File: src/common/cache_cfg.svh
`ifndef CACHE_CFG_SVH
`define CACHE_CFG_SVH

// log2 of line counts per level
`define L1_LG_LINES 4
// must not be smaller than L1_LG_LINES
`define L2_LG_LINES 5

`endif

File: src/common/cache_line_pkg.sv
package cache_line_pkg;

   // line state for levels that can hold modified data (l1d, l2)
   // valid sits in the msb, dirty in the lsb
   typedef struct packed
   {
      logic valid;
      logic dirty;
   } dirty_line_t;

   // instruction side never holds modified data
   typedef struct packed
   {
      logic valid;
   } clean_line_t;

endpackage

File: src/common/flush_ctl_pkg.sv
package flush_ctl_pkg;

   typedef enum logic [2:0]
   {
      FLUSH_IDLE       = 3'd0,
      WAIT_FOR_L1D_L1I = 3'd1,
      GOT_L1D          = 3'd2, // l1d done, waiting on l1i
      GOT_L1I          = 3'd3, // l1i done, waiting on l1d
      FLUSH_L2         = 3'd4
   } flush_state_t;

   // selects a cache level for touch and probe
   typedef enum logic [1:0]
   {
      SEL_L1D = 2'd0,
      SEL_L1I = 2'd1,
      SEL_L2  = 2'd2
   } cache_sel_t;

endpackage

File: src/common/sweep_if.sv
`timescale 1ns/1ps

interface sweep_if #(parameter int LG_LINES = 4);

   logic                start;    // one cycle, from sequencer
   logic                complete; // one cycle, from cache level
   logic                wb_valid;
   logic [LG_LINES-1:0] wb_index;

   modport sequencer
   (
      output start,
      input  complete
   );

   modport cache
   (
      input  start,
      output complete,
      output wb_valid,
      output wb_index
   );

   // consumer of the writeback stream
   modport sink
   (
      input wb_valid,
      input wb_index
   );

endinterface

File: src/flush_sequencer.sv
`timescale 1ns/1ps

module flush_sequencer
(
   input  logic clk,
   input  logic reset,
   input  logic flush_l1d_req,
   input  logic flush_l1i_req,
   sweep_if.sequencer l1d,
   sweep_if.sequencer l1i,
   sweep_if.sequencer l2,
   output logic in_flush_mode,
   output logic flush_done
);

   flush_ctl_pkg::flush_state_t r_state, n_state;
   logic r_flush, n_flush;
   logic r_start_l1d, n_start_l1d;
   logic r_start_l1i, n_start_l1i;
   logic r_start_l2, n_start_l2;
   logic r_done, n_done;

   assign in_flush_mode = r_flush;
   assign flush_done = r_done;
   assign l1d.start = r_start_l1d;
   assign l1i.start = r_start_l1i;
   assign l2.start = r_start_l2;

   always_ff @(posedge clk)
   begin
      if (reset)
      begin
         r_state <= flush_ctl_pkg::FLUSH_IDLE;
         r_flush <= 1'b0;
         r_start_l1d <= 1'b0;
         r_start_l1i <= 1'b0;
         r_start_l2 <= 1'b0;
         r_done <= 1'b0;
      end
      else
      begin
         r_state <= n_state;
         r_flush <= n_flush;
         r_start_l1d <= n_start_l1d;
         r_start_l1i <= n_start_l1i;
         r_start_l2 <= n_start_l2;
         r_done <= n_done;
      end
   end

   always_comb
   begin
      n_state = r_state;
      n_flush = r_flush;
      n_start_l1d = 1'b0;
      n_start_l1i = 1'b0;
      n_start_l2 = 1'b0;
      n_done = 1'b0;

      case (r_state)
         flush_ctl_pkg::FLUSH_IDLE:
         begin
            n_start_l1d = flush_l1d_req;
            n_start_l1i = flush_l1i_req;
            if (flush_l1d_req || flush_l1i_req)
            begin
               n_flush = 1'b1;
            end
            // an unrequested level counts as already flushed
            if (flush_l1d_req && flush_l1i_req)
               n_state = flush_ctl_pkg::WAIT_FOR_L1D_L1I;
            else if (flush_l1i_req)
               n_state = flush_ctl_pkg::GOT_L1D;
            else if (flush_l1d_req)
               n_state = flush_ctl_pkg::GOT_L1I;
         end
         flush_ctl_pkg::WAIT_FOR_L1D_L1I:
         begin
            if (l1d.complete && l1i.complete)
            begin
               n_state = flush_ctl_pkg::FLUSH_L2;
               n_start_l2 = 1'b1;
            end
            else if (l1d.complete)
               n_state = flush_ctl_pkg::GOT_L1D;
            else if (l1i.complete)
               n_state = flush_ctl_pkg::GOT_L1I;
         end
         flush_ctl_pkg::GOT_L1D:
         begin
            if (l1i.complete)
            begin
               n_state = flush_ctl_pkg::FLUSH_L2;
               n_start_l2 = 1'b1;
            end
         end
         flush_ctl_pkg::GOT_L1I:
         begin
            if (l1d.complete)
            begin
               n_state = flush_ctl_pkg::FLUSH_L2;
               n_start_l2 = 1'b1;
            end
         end
         flush_ctl_pkg::FLUSH_L2:
         begin
            if (l2.complete)
            begin
               n_state = flush_ctl_pkg::FLUSH_IDLE;
               n_flush = 1'b0;
               n_done = 1'b1;
            end
         end
         default:
         begin
            n_state = flush_ctl_pkg::FLUSH_IDLE;
            n_flush = 1'b0;
         end
      endcase
   end

endmodule

File: src/line_sweep_counter.sv
`timescale 1ns/1ps

module line_sweep_counter #(parameter int LG_LINES = 4)
(
   input  logic                clk,
   input  logic                reset,
   input  logic                start,
   output logic                active,
   output logic [LG_LINES-1:0] index,
   output logic                last
);

   logic                r_active;
   logic [LG_LINES-1:0] r_index;

   assign active = r_active;
   assign index = r_index;
   assign last = r_active && (r_index == {LG_LINES{1'b1}}); // final line of the sweep

   always_ff @(posedge clk)
   begin
      if (reset)
      begin
         r_active <= 1'b0;
         r_index <= '0;
      end
      else if (start)
      begin
         r_active <= 1'b1;
         r_index <= '0;
      end
      else if (r_active)
      begin
         r_index <= r_index + 1'b1; // wraps back to zero after last
         if (last)
         begin
            r_active <= 1'b0;
         end
      end
   end

endmodule

File: src/cache/line_state_array.sv
`timescale 1ns/1ps

module line_state_array #(
   parameter type entry_t = logic,
   parameter int  LG_LINES = 4
)
(
   input  logic                clk,
   input  logic                reset,
   input  logic                fill_valid,
   input  logic [LG_LINES-1:0] fill_index,
   input  entry_t              fill_entry,
   input  logic                clear_valid,
   input  logic [LG_LINES-1:0] clear_index,
   input  logic [LG_LINES-1:0] read_index,
   output entry_t              read_entry,
   input  logic [LG_LINES-1:0] probe_index,
   output entry_t              probe_entry
);

   localparam int LINES = 1 << LG_LINES;

   entry_t entries [LINES];
   entry_t r_probe;

   assign read_entry = entries[read_index];
   assign probe_entry = r_probe;

   always_ff @(posedge clk)
   begin
      if (reset)
      begin
         for (int i = 0; i < LINES; i++)
         begin
            entries[i] <= '0;
         end
         r_probe <= '0;
      end
      else
      begin
         if (fill_valid)
         begin
            entries[fill_index] <= fill_entry;
         end
         // later write wins, so clear beats a fill to the same line
         if (clear_valid)
         begin
            entries[clear_index] <= '0;
         end
         r_probe <= entries[probe_index]; // state before this edge's writes
      end
   end

endmodule

File: src/cache/cache_flush_unit.sv
`timescale 1ns/1ps

module cache_flush_unit #(
   parameter type entry_t = logic,
   parameter int  LG_LINES = 4
)
(
   input  logic                clk,
   input  logic                reset,
   input  logic                fill_valid,
   input  logic [LG_LINES-1:0] fill_index,
   input  logic                fill_dirty,
   input  logic [LG_LINES-1:0] probe_index,
   output logic                probe_hit,
   sweep_if.cache              sweep
);

   localparam int ENTRY_W = $bits(entry_t);
   // a single-bit entry only tracks valid
   localparam bit HAS_DIRTY = (ENTRY_W > 1);

   logic [ENTRY_W-1:0] fill_bits;
   logic [ENTRY_W-1:0] read_bits;
   logic [ENTRY_W-1:0] probe_bits;
   entry_t             fill_entry;
   entry_t             read_entry;
   entry_t             probe_entry;
   logic                sweep_active;
   logic [LG_LINES-1:0] sweep_index;
   logic                sweep_last;
   logic                line_valid;
   logic                line_dirty;
   logic                r_complete;

   always_comb
   begin
      fill_bits = '0;
      fill_bits[ENTRY_W-1] = 1'b1; // valid in msb
      if (HAS_DIRTY)
      begin
         fill_bits[0] = fill_dirty;
      end
   end

   assign fill_entry = entry_t'(fill_bits);
   assign read_bits = read_entry;
   assign probe_bits = probe_entry;

   assign line_valid = read_bits[ENTRY_W-1];
   assign line_dirty = HAS_DIRTY ? read_bits[0] : 1'b0;
   assign probe_hit = probe_bits[ENTRY_W-1];

   line_state_array #(.entry_t(entry_t), .LG_LINES(LG_LINES)) state_array
   (
      .clk(clk),
      .reset(reset),
      .fill_valid(fill_valid),
      .fill_index(fill_index),
      .fill_entry(fill_entry),
      .clear_valid(sweep_active), // every swept line ends invalid
      .clear_index(sweep_index),
      .read_index(sweep_index),
      .read_entry(read_entry),
      .probe_index(probe_index),
      .probe_entry(probe_entry)
   );

   line_sweep_counter #(.LG_LINES(LG_LINES)) sweep_counter
   (
      .clk(clk),
      .reset(reset),
      .start(sweep.start),
      .active(sweep_active),
      .index(sweep_index),
      .last(sweep_last)
   );

   always_ff @(posedge clk)
   begin
      if (reset)
         r_complete <= 1'b0;
      else
         r_complete <= sweep_last;
   end

   assign sweep.complete = r_complete;
   assign sweep.wb_valid = sweep_active && line_valid && line_dirty;
   assign sweep.wb_index = sweep_index;

endmodule

File: src/cache_flush_top.sv
`timescale 1ns/1ps
`include "cache_cfg.svh"

module cache_flush_top
(
   input  logic                      clk,
   input  logic                      reset,
   input  logic                      touch_valid,
   input  flush_ctl_pkg::cache_sel_t touch_sel,
   input  logic [`L2_LG_LINES-1:0]   touch_index,
   input  logic                      touch_dirty,
   input  logic                      flush_l1d_req,
   input  logic                      flush_l1i_req,
   input  flush_ctl_pkg::cache_sel_t probe_sel,
   input  logic [`L2_LG_LINES-1:0]   probe_index,
   output logic                      probe_hit,
   output logic                      in_flush_mode,
   output logic                      flush_done,
   output logic                      mem_wb_valid,
   output logic [`L2_LG_LINES-1:0]   mem_wb_index
);

   logic                    l1d_fill_valid;
   logic                    l1i_fill_valid;
   logic                    l2_fill_valid;
   logic [`L2_LG_LINES-1:0] l2_fill_index;
   logic                    l2_fill_dirty;
   logic                    l1d_probe_hit;
   logic                    l1i_probe_hit;
   logic                    l2_probe_hit;

   sweep_if #(.LG_LINES(`L1_LG_LINES)) l1d_sweep();
   sweep_if #(.LG_LINES(`L1_LG_LINES)) l1i_sweep();
   sweep_if #(.LG_LINES(`L2_LG_LINES)) l2_sweep();

   // touch decode
   assign l1d_fill_valid = touch_valid && (touch_sel == flush_ctl_pkg::SEL_L1D);
   assign l1i_fill_valid = touch_valid && (touch_sel == flush_ctl_pkg::SEL_L1I);

   // l1d writebacks land in l2 as dirty lines
   assign l2_fill_valid = l1d_sweep.wb_valid ||
                          (touch_valid && (touch_sel == flush_ctl_pkg::SEL_L2));
   assign l2_fill_index = l1d_sweep.wb_valid ? `L2_LG_LINES'(l1d_sweep.wb_index) :
                          touch_index;
   assign l2_fill_dirty = l1d_sweep.wb_valid || touch_dirty;

   assign probe_hit = (probe_sel == flush_ctl_pkg::SEL_L1D) ? l1d_probe_hit :
                      (probe_sel == flush_ctl_pkg::SEL_L1I) ? l1i_probe_hit :
                      l2_probe_hit;

   assign mem_wb_valid = l2_sweep.wb_valid;
   assign mem_wb_index = l2_sweep.wb_index;

   flush_sequencer sequencer
   (
      .clk(clk),
      .reset(reset),
      .flush_l1d_req(flush_l1d_req),
      .flush_l1i_req(flush_l1i_req),
      .l1d(l1d_sweep.sequencer),
      .l1i(l1i_sweep.sequencer),
      .l2(l2_sweep.sequencer),
      .in_flush_mode(in_flush_mode),
      .flush_done(flush_done)
   );

   cache_flush_unit #(
      .entry_t(cache_line_pkg::dirty_line_t),
      .LG_LINES(`L1_LG_LINES)
   ) l1d_unit
   (
      .clk(clk),
      .reset(reset),
      .fill_valid(l1d_fill_valid),
      .fill_index(touch_index[`L1_LG_LINES-1:0]),
      .fill_dirty(touch_dirty),
      .probe_index(probe_index[`L1_LG_LINES-1:0]),
      .probe_hit(l1d_probe_hit),
      .sweep(l1d_sweep.cache)
   );

   // never writes back, dirty input has no effect
   cache_flush_unit #(
      .entry_t(cache_line_pkg::clean_line_t),
      .LG_LINES(`L1_LG_LINES)
   ) l1i_unit
   (
      .clk(clk),
      .reset(reset),
      .fill_valid(l1i_fill_valid),
      .fill_index(touch_index[`L1_LG_LINES-1:0]),
      .fill_dirty(touch_dirty),
      .probe_index(probe_index[`L1_LG_LINES-1:0]),
      .probe_hit(l1i_probe_hit),
      .sweep(l1i_sweep.cache)
   );

   cache_flush_unit #(
      .entry_t(cache_line_pkg::dirty_line_t),
      .LG_LINES(`L2_LG_LINES)
   ) l2_unit
   (
      .clk(clk),
      .reset(reset),
      .fill_valid(l2_fill_valid),
      .fill_index(l2_fill_index),
      .fill_dirty(l2_fill_dirty),
      .probe_index(probe_index),
      .probe_hit(l2_probe_hit),
      .sweep(l2_sweep.cache)
   );

endmodule

File: config.mk
export PLATFORM = sky130hd
export DESIGN_NAME = cache_flush_top
export DESIGN_NICKNAME = d
export VERILOG_FILES = /design/src/common/cache_line_pkg.sv /design/src/common/flush_ctl_pkg.sv /design/src/common/sweep_if.sv /design/src/flush_sequencer.sv /design/src/line_sweep_counter.sv /design/src/cache/line_state_array.sv /design/src/cache/cache_flush_unit.sv /design/src/cache_flush_top.sv
export VERILOG_INCLUDE_DIRS = /design/src /design/src/common
export SDC_FILE = /design/constraint.sdc
export NUM_CORES = 1
export LEC_CHECK = 0
export BUFFER_PORTS_ARGS = -buffer_cell sky130_fd_sc_hd__buf_2
export CORE_MARGIN = 2
export CORE_UTILIZATION = 56
export CTS_CLUSTER_SIZE = 30
export DETAILED_ROUTE_END_ITERATION = 10
export GPL_ROUTABILITY_DRIVEN = 0
export PLACE_DENSITY_LB_ADDON = 0.12
export SLEW_MARGIN = 20
export SYNTH_ARGS = -nofsm -noshare
export SYNTH_HDL_FRONTEND = slang
export SYNTH_SLANG_ARGS = --single-unit
File: constraint.sdc
create_clock -name clk -period 2 [get_ports clk]
set_input_delay 0.2 -clock clk [delete_from_list [all_inputs] [get_ports clk]]
set_output_delay 0.2 -clock clk [all_outputs]
set_load 0.01 [all_outputs]
# ---- Word-level counts from Yosys, hierarchy flattened
# Memory sizes are Yosys's and may differ from the RTL's. A register that Yosys moved wholly into a read port is not among the register bits.
# Index checks and enable logic that the tools add are counted.
dict set report word_totals {
  word_cells 144
  ff_bits 27
  memories 3
  inputBits 20
  latchBits 0
  out_inout_bits 9
  ramBits 112
  mem_bits_ro 0
}
dict set report op_classes {
  n_lt_le_gt_ge 0
  shifts 0
  div_mod_pow 0
  reduce_logical 32
  n_bitwise 3
  mul 0
  muxes 72
  n_addsub 3
  eq_ne 16
}
# memory depth word_bits read_ports rd_clocked_by_memory_dff write_ports line_no
set memory_table {}
lappend memory_table {l2_unit.state_array.entries 32 2 2 2 32 line_state_array.sv:23} ;# entry_t entries [LINES];
lappend memory_table {l1d_unit.state_array.entries 16 2 2 2 16 line_state_array.sv:23}
lappend memory_table {l1i_unit.state_array.entries 16 1 1 1 16 line_state_array.sv:23}
# operator n
set ops {}
lappend ops {{$mux 1} 45}
lappend ops {{$mux 3} 9}
lappend ops {{$mux 5} 5}
lappend ops {{$mux 4} 6}
lappend ops {{$reduce_or 2->1} 9}
lappend ops {{$pmux 3 s5} 1}
lappend ops {{$logic_and 1x1->1} 12}
lappend ops {{$add 4x1->4 const B} 2}
lappend ops {{$eq 4x4->1 const B} 2}
lappend ops {{$mux 2} 4}
lappend ops {{$ne 2x1->1 const B} 4}
lappend ops {{$eq 3x2->1 const B} 2}
lappend ops {{$pmux 1 s3} 2}
lappend ops {{$add 5x1->5 const B} 1}
lappend ops {{$eq 5x5->1 const B} 1}
lappend ops {{$reduce_and 5->1} 1}
lappend ops {{$eq 2x1->1 const B} 2}
lappend ops {{$logic_not 2->1} 2}
lappend ops {{$ne 4x1->1 const B} 1}
lappend ops {{$ne 4x3->1 const B} 1}
lappend ops {{$eq 3x1->1 const B} 1}
lappend ops {{$eq 3x3->1 const B} 1}
lappend ops {{$logic_not 3->1} 1}
lappend ops {{$logic_or 1x1->1} 3}
lappend ops {{other kinds (5)} 8}

# ---- Longest topological paths before layout
dict set report depth {
  ltp_word 8
  depth_mapped 9
  depth_no_buf 6
}

# ---- Cells and area by module
# Synthesis repeated with hierarchy kept, for this count alone.
dict set report unflattened {
  hier_cells 963
  hier_area_um2 8783.4
}
# mod n_inst seq_area_each_um2 area_per_inst_um2 cells_each
set modules_own_cells {}
lappend modules_own_cells {{line_state_array (l2_unit.state_array)} 1 1321.3 4027.6 444}
lappend modules_own_cells {{line_state_array (l1d_unit.state_array)} 1 680.7 2133.3 247}
lappend modules_own_cells {{line_state_array (l1i_unit.state_array)} 1 340.3 1144.8 125}
lappend modules_own_cells {{line_sweep_counter (l1d_unit.sweep_counter ...)} 2 100.1 256.5 23}
lappend modules_own_cells {flush_sequencer 1 160.2 409.1 46}
lappend modules_own_cells {{line_sweep_counter (l2_unit.sweep_counter)} 1 120.1 301.5 28}
lappend modules_own_cells {cache_flush_top 1 0.0 132.6 14}
lappend modules_own_cells {{cache_flush_unit (l1d_unit ...)} 2 20.0 36.3 4}
lappend modules_own_cells {{cache_flush_unit (l1i_unit)} 1 20.0 48.8 5}

# ---- Worst setup path after synthesis
# No wires, ideal clock.
dict set report synth_timing {
  path_kind {input-to-reg}
  startpoint {input probe_index[0]}
  endpoint {register, netlist name l2_unit.state_array.probe_entry[1]}
  path_stages 6
  arrival_ns 1.775
  setup_slack_ns 0.097
  setup_time_ns 0.128
  t_required_ns 1.872
  n_path_buf 2
  cell_sequence {buf_2 buf_4 mux4_2 mux4_2 mux2i_1 nor2_1}
}
# element line_no
set synth_lines {}
lappend synth_lines {{from (decl)} cache_flush_top.sv:15} ;# input logic [`L2_LG_LINES-1:0] probe_index,

==> out/results.tsv <==
stage	metric	value	unit
status	status	complete, but fails checks	
status	violations	negative setup slack	
grt	met1_usage	41.7	%
cts	ctsHtreeMaxLevel	4	
setup_path	rr_worst_depth	7	
timing	final.period_utilization	112	%
setup_path	crit_slowest_cell	dfxtp_4	
synthesis	yosys_register_bits	151	
power	p_per_area	838	nW/um^2
synthesis	synth_xor_area_share	1.02	%
job	cap_violations	0	
synthesis	synth_mux_area_share	10.1	%
synthesis	avgSynthCellArea	8.19	sq um
drt	route.detailed.drc	0	
timing	final-max-slew-violation-count	0	
setup_path	cp-end-kind	output pin	
hold_path	worstHoldStart	probe_index[4]	
hold_path	hp-class	in -> reg	
grt	grt_max_degree	51	
layout	stdcell_area	9280	sq um
synthesis	synth_top_family_by_area	simple AND/OR/NAND/NOR gates	
layout	drive_above_1_share	18.1	%
timing	worst_slack	-0.236	ns
drt	detail_route.wirelength	25000	microns
setup_path	r2r_end	l2_unit.state_array.entries[31][0]	
floorplanning	initial_core_util	58.0	%
layout	insertedDiodeCount	0	
setup_path	crit_family	compound AO/OA/AOI/OAI gates	
grt	met3_usage	7.68	%
grt	globalRouteTotalUtil	33.1	%
setup_path	cp_cell_sequence	buf_6 > o21ai_0 > o211ai_1 > o2111ai_1 > o311ai_2 > nor3_1 > buf_2	
layout	fin_nets	1014	
floorplanning	dieArea	14800	sq um
drt	dr.pass1.iters	8	
grt	gr-max-usage-layer	met2	
synthesis	synth_nets	978	
setup_path	critPathMaxFanout	8	
grt	gr-total-overflow	0	
synthesis	yosys.cell_types.count	44	
grt	grt_pass1_wl	37700	microns
cts	cts_buffers	17	
floorplanning	die_y	122	microns
synthesis	synthSimpleGateAreaFrac	26.1	%
timing	tightest_slew	0.646	ns
setup_path	cp_data_arrival_time	2.04	ns
timing	rsz0062_at_grt	true	
cts	ctsHoldBuffers	0	
synthesis	yosysWarnings	0	
synthesis	syn-instance-count	945	
hold_path	hold_end	l2_unit.state_array.probe_entry[1]	
floorplanning	boundaryPins	29	
setup_path	cpPeakStageDelay	0.38	ns
timing	maxSlewHeadroom	56.8	%
drt	postRouteAntennaNets	0	
power	vdd_drop_max	831	uV
timing	hold_slack	0.0342	ns
cts	clk_latency	0.43	ns
floorplanning	core.rowCount	42	
cts	root_buffer	clkbuf_16	
floorplanning	core_area	13300	sq um
timing	skew	0.0104	ns
timing	fmax	447	MHz
hold_path	hold_depth	3	
placed_design	dp_hpwl	16000	microns
setup_path	setup.worst_path.start_class	flop	
cts	path_clk_slew	0.06	ns
cts	cts_tree	yes	
timing	hold_violations	0	
synthesis	syn_area	7740	sq um
placed_design	io_buffers	28	
drt	viasPerCell	6.61	
synthesis	synth_compound_area_share	16.5	%
synthesis	seq_area_frac_synth	39.0	%
timing	finalSetupViolCount	9	
drt	wire_per_inst	21.4	microns
placed_design	postPlaceCellArea	8240	sq um
grt	met2_usage	52.9	%
setup_path	reg2reg_slack	-0.17	ns
setup_path	cp_num_buf_inv	2	
setup_path	required	1.80	ns
setup_path	r2r-start	l1d_unit.state_array.entries[13][1]	
cts	clockBufferDepth	2	
layout	area_growth_syn_to_layout	19.9	%
power	p_leak	3.22	nW
drt	num_vias	7736	
timing	period_needed	2.24	ns
floorplanning	die_w	122	microns
grt	grt_pass1_vias	7332	
synthesis	synthAdderAreaFrac	2.10	%
drt	dr.first_iter.drc_count	922	
cts	cts.sink_count	151	
grt	antenna_found_initial	0	
setup_path	crit_type	reg -> out	
flip-flops by register name (all words and copies together), names as in the netlist, 3 cells and up, named ones only:
| register | cells |
|---|---|
| sequencer.r_state | 3 |
| l1d_unit.sweep_counter.index | 4 |
| l1i_unit.sweep_counter.index | 4 |
| l2_unit.state_array.entries | 64 |
| l2_unit.sweep_counter.index | 5 |
| l1d_unit.state_array.entries | 32 |
| l1i_unit.state_array.entries | 16 |
report_power, final:
part           switching (W)  internal, W  leakage (nW)
Clock                0.00129      0.00244         0.328
Combinational       0.000491     0.000308          1.67
Sequential          0.000153      0.00310          1.22
Total                0.00193      0.00584          3.22
worst register-to-register path, cell delays in order, from the launching register on:
cell	delay, ns
dfxtp_1	0.32
and2_1	0.16
mux4_2	0.49
a21oi_2	0.16
nand4_1	0.27
buf_4	0.25
o311ai_2	0.29
a21oi_1	0.11
routing by layer:
layer | share of wire (%) | wire, microns
met5 | 0 | 0
met4 | 4.3 | 1070
met3 | 10 | 2520
met2 | 47 | 11700
met1 | 39 | 9740
repair_timing:
action,CTS,global route
setup buffers,1,2
gates cloned,1,6
gates resized for setup,18,40
pin swaps,4,23
endpoints found under the setup margin,6,39
cell usage in the layout, fill, tap and decap left out, types with 5 or more instances in the layout:
cell type | netlist | routed
a211oi_1 | 30 | 29
a21oi_1 | 80 | 77
a22oi_1 | 16 | 16
a311o_1 | 9 | 9
a31oi_1 | 21 | 21
and2_1 | 13 | 11
and3_1 | 6 | 6
buf_12 | 0 | 8
buf_2 | 14 | 28
buf_4 | 4 | 39
bufinv_16 | 0 | 6
clkbuf_16 | 0 | 22
dfxtp_1 | 151 | 145
dfxtp_2 | 0 | 5
ha_1 | 13 | 13
inv_1 | 20 | 19
mux2i_1 | 24 | 24
mux4_2 | 24 | 24
nand2_1 | 133 | 132
nand2b_1 | 7 | 7
nand3_1 | 89 | 82
nand3_2 | 0 | 6
nand4_1 | 18 | 18
nor2_1 | 88 | 88
nor2b_1 | 29 | 29
nor3_1 | 26 | 25
o211ai_1 | 9 | 9
o21ai_0 | 25 | 16
o21ai_1 | 1 | 7
xor2_1 | 6 | 6
kinds of logic (layout without fill, tap and decap cells):
logic type               after synthesis  after routing
AND/OR/NAND/NOR                      431            431
AO/OA/AOI/OAI                        204            204
flip-flops                           151            151
buffers and inverters                 89            138
multiplexers                          48             48
adder cells (fa/ha/maj)               13             13
XOR/XNOR                               9              9
area by class of cell:
class	instances	area (sq um)
clock buffers	20	467
fillers	1022	4070
flip-flops and latches	151	3030
clock inverters	12	221
multi-input cells	705	4460
repair buffers	86	806
inverters	20	75.1
well taps	176	220
through the flow:
stage          utilization, %  setup TNS [ns]  total power (W)  setup slack (ns)  std cells
2_1_floorplan               -               0          0.00376            0.0971        945
3_3_place_gp             61.7               0          0.00401            0.0185       1128
3_5_place_dp             61.7         -0.0317          0.00404           -0.0317       1128
4_1_cts                  67.5          -0.249          0.00773            -0.249       1162
5_1_grt                  69.5           -1.42          0.00798            -0.307       1170
6_report                 69.5          -0.539          0.00777            -0.236       1170
synth_stat cells (all sizes together):
cell	instances	area share (%)
dfxtp	151	39
nand2	133	6.4
nand3	89	5.8
nor2	88	4.3
a21oi	81	5.3
clkbuf	42	2.0
a211oi	30	2.9
nor2b	29	2.3
buf	27	2.1
nor3	26	1.7
o21ai	26	1.7
mux2i	24	3.1
mux4	24	7.0
a31oi	21	1.7
inv	20	0.97
nand4	18	1.5
a22oi	16	1.6
and2	15	1.2
ha	13	2.1
a311o	9	1.2
o211ai	9	0.87
nand2b	7	0.57
and3	6	0.48
o311ai	6	0.68
xor2	6	0.68
nand3b	4	0.39
and4	3	0.34
nor3b	3	0.29
nor4	3	0.24
o2111ai	3	0.34
xnor2	3	0.34
o31ai	2	0.19
or2	2	0.16
or3b	2	0.23
a2111oi	1	0.11
and3b	1	0.11
or3	1	0.081
or4	1	0.097
worst max-delay path by stage:
stage                                        startpoint  slack (ns)                                  to  cells after the start
global placement    l1d_unit.state_array.entries[15][1]        0.02  l2_unit.state_array.entries[29][0]                      7
finish                                             flop       -0.24                        mem_wb_valid                      7
CTS                                                flop       -0.25                        mem_wb_valid                      7
detailed placement  l1d_unit.state_array.entries[15][1]       -0.03  l2_unit.state_array.entries[24][0]                      6
global route                                       flop       -0.31                        mem_wb_valid                      8
floorplan                                probe_index[0]         0.1  l2_unit.state_array.probe_entry[1]                      6
Note: power is estimated with default switching activity, not from simulation.
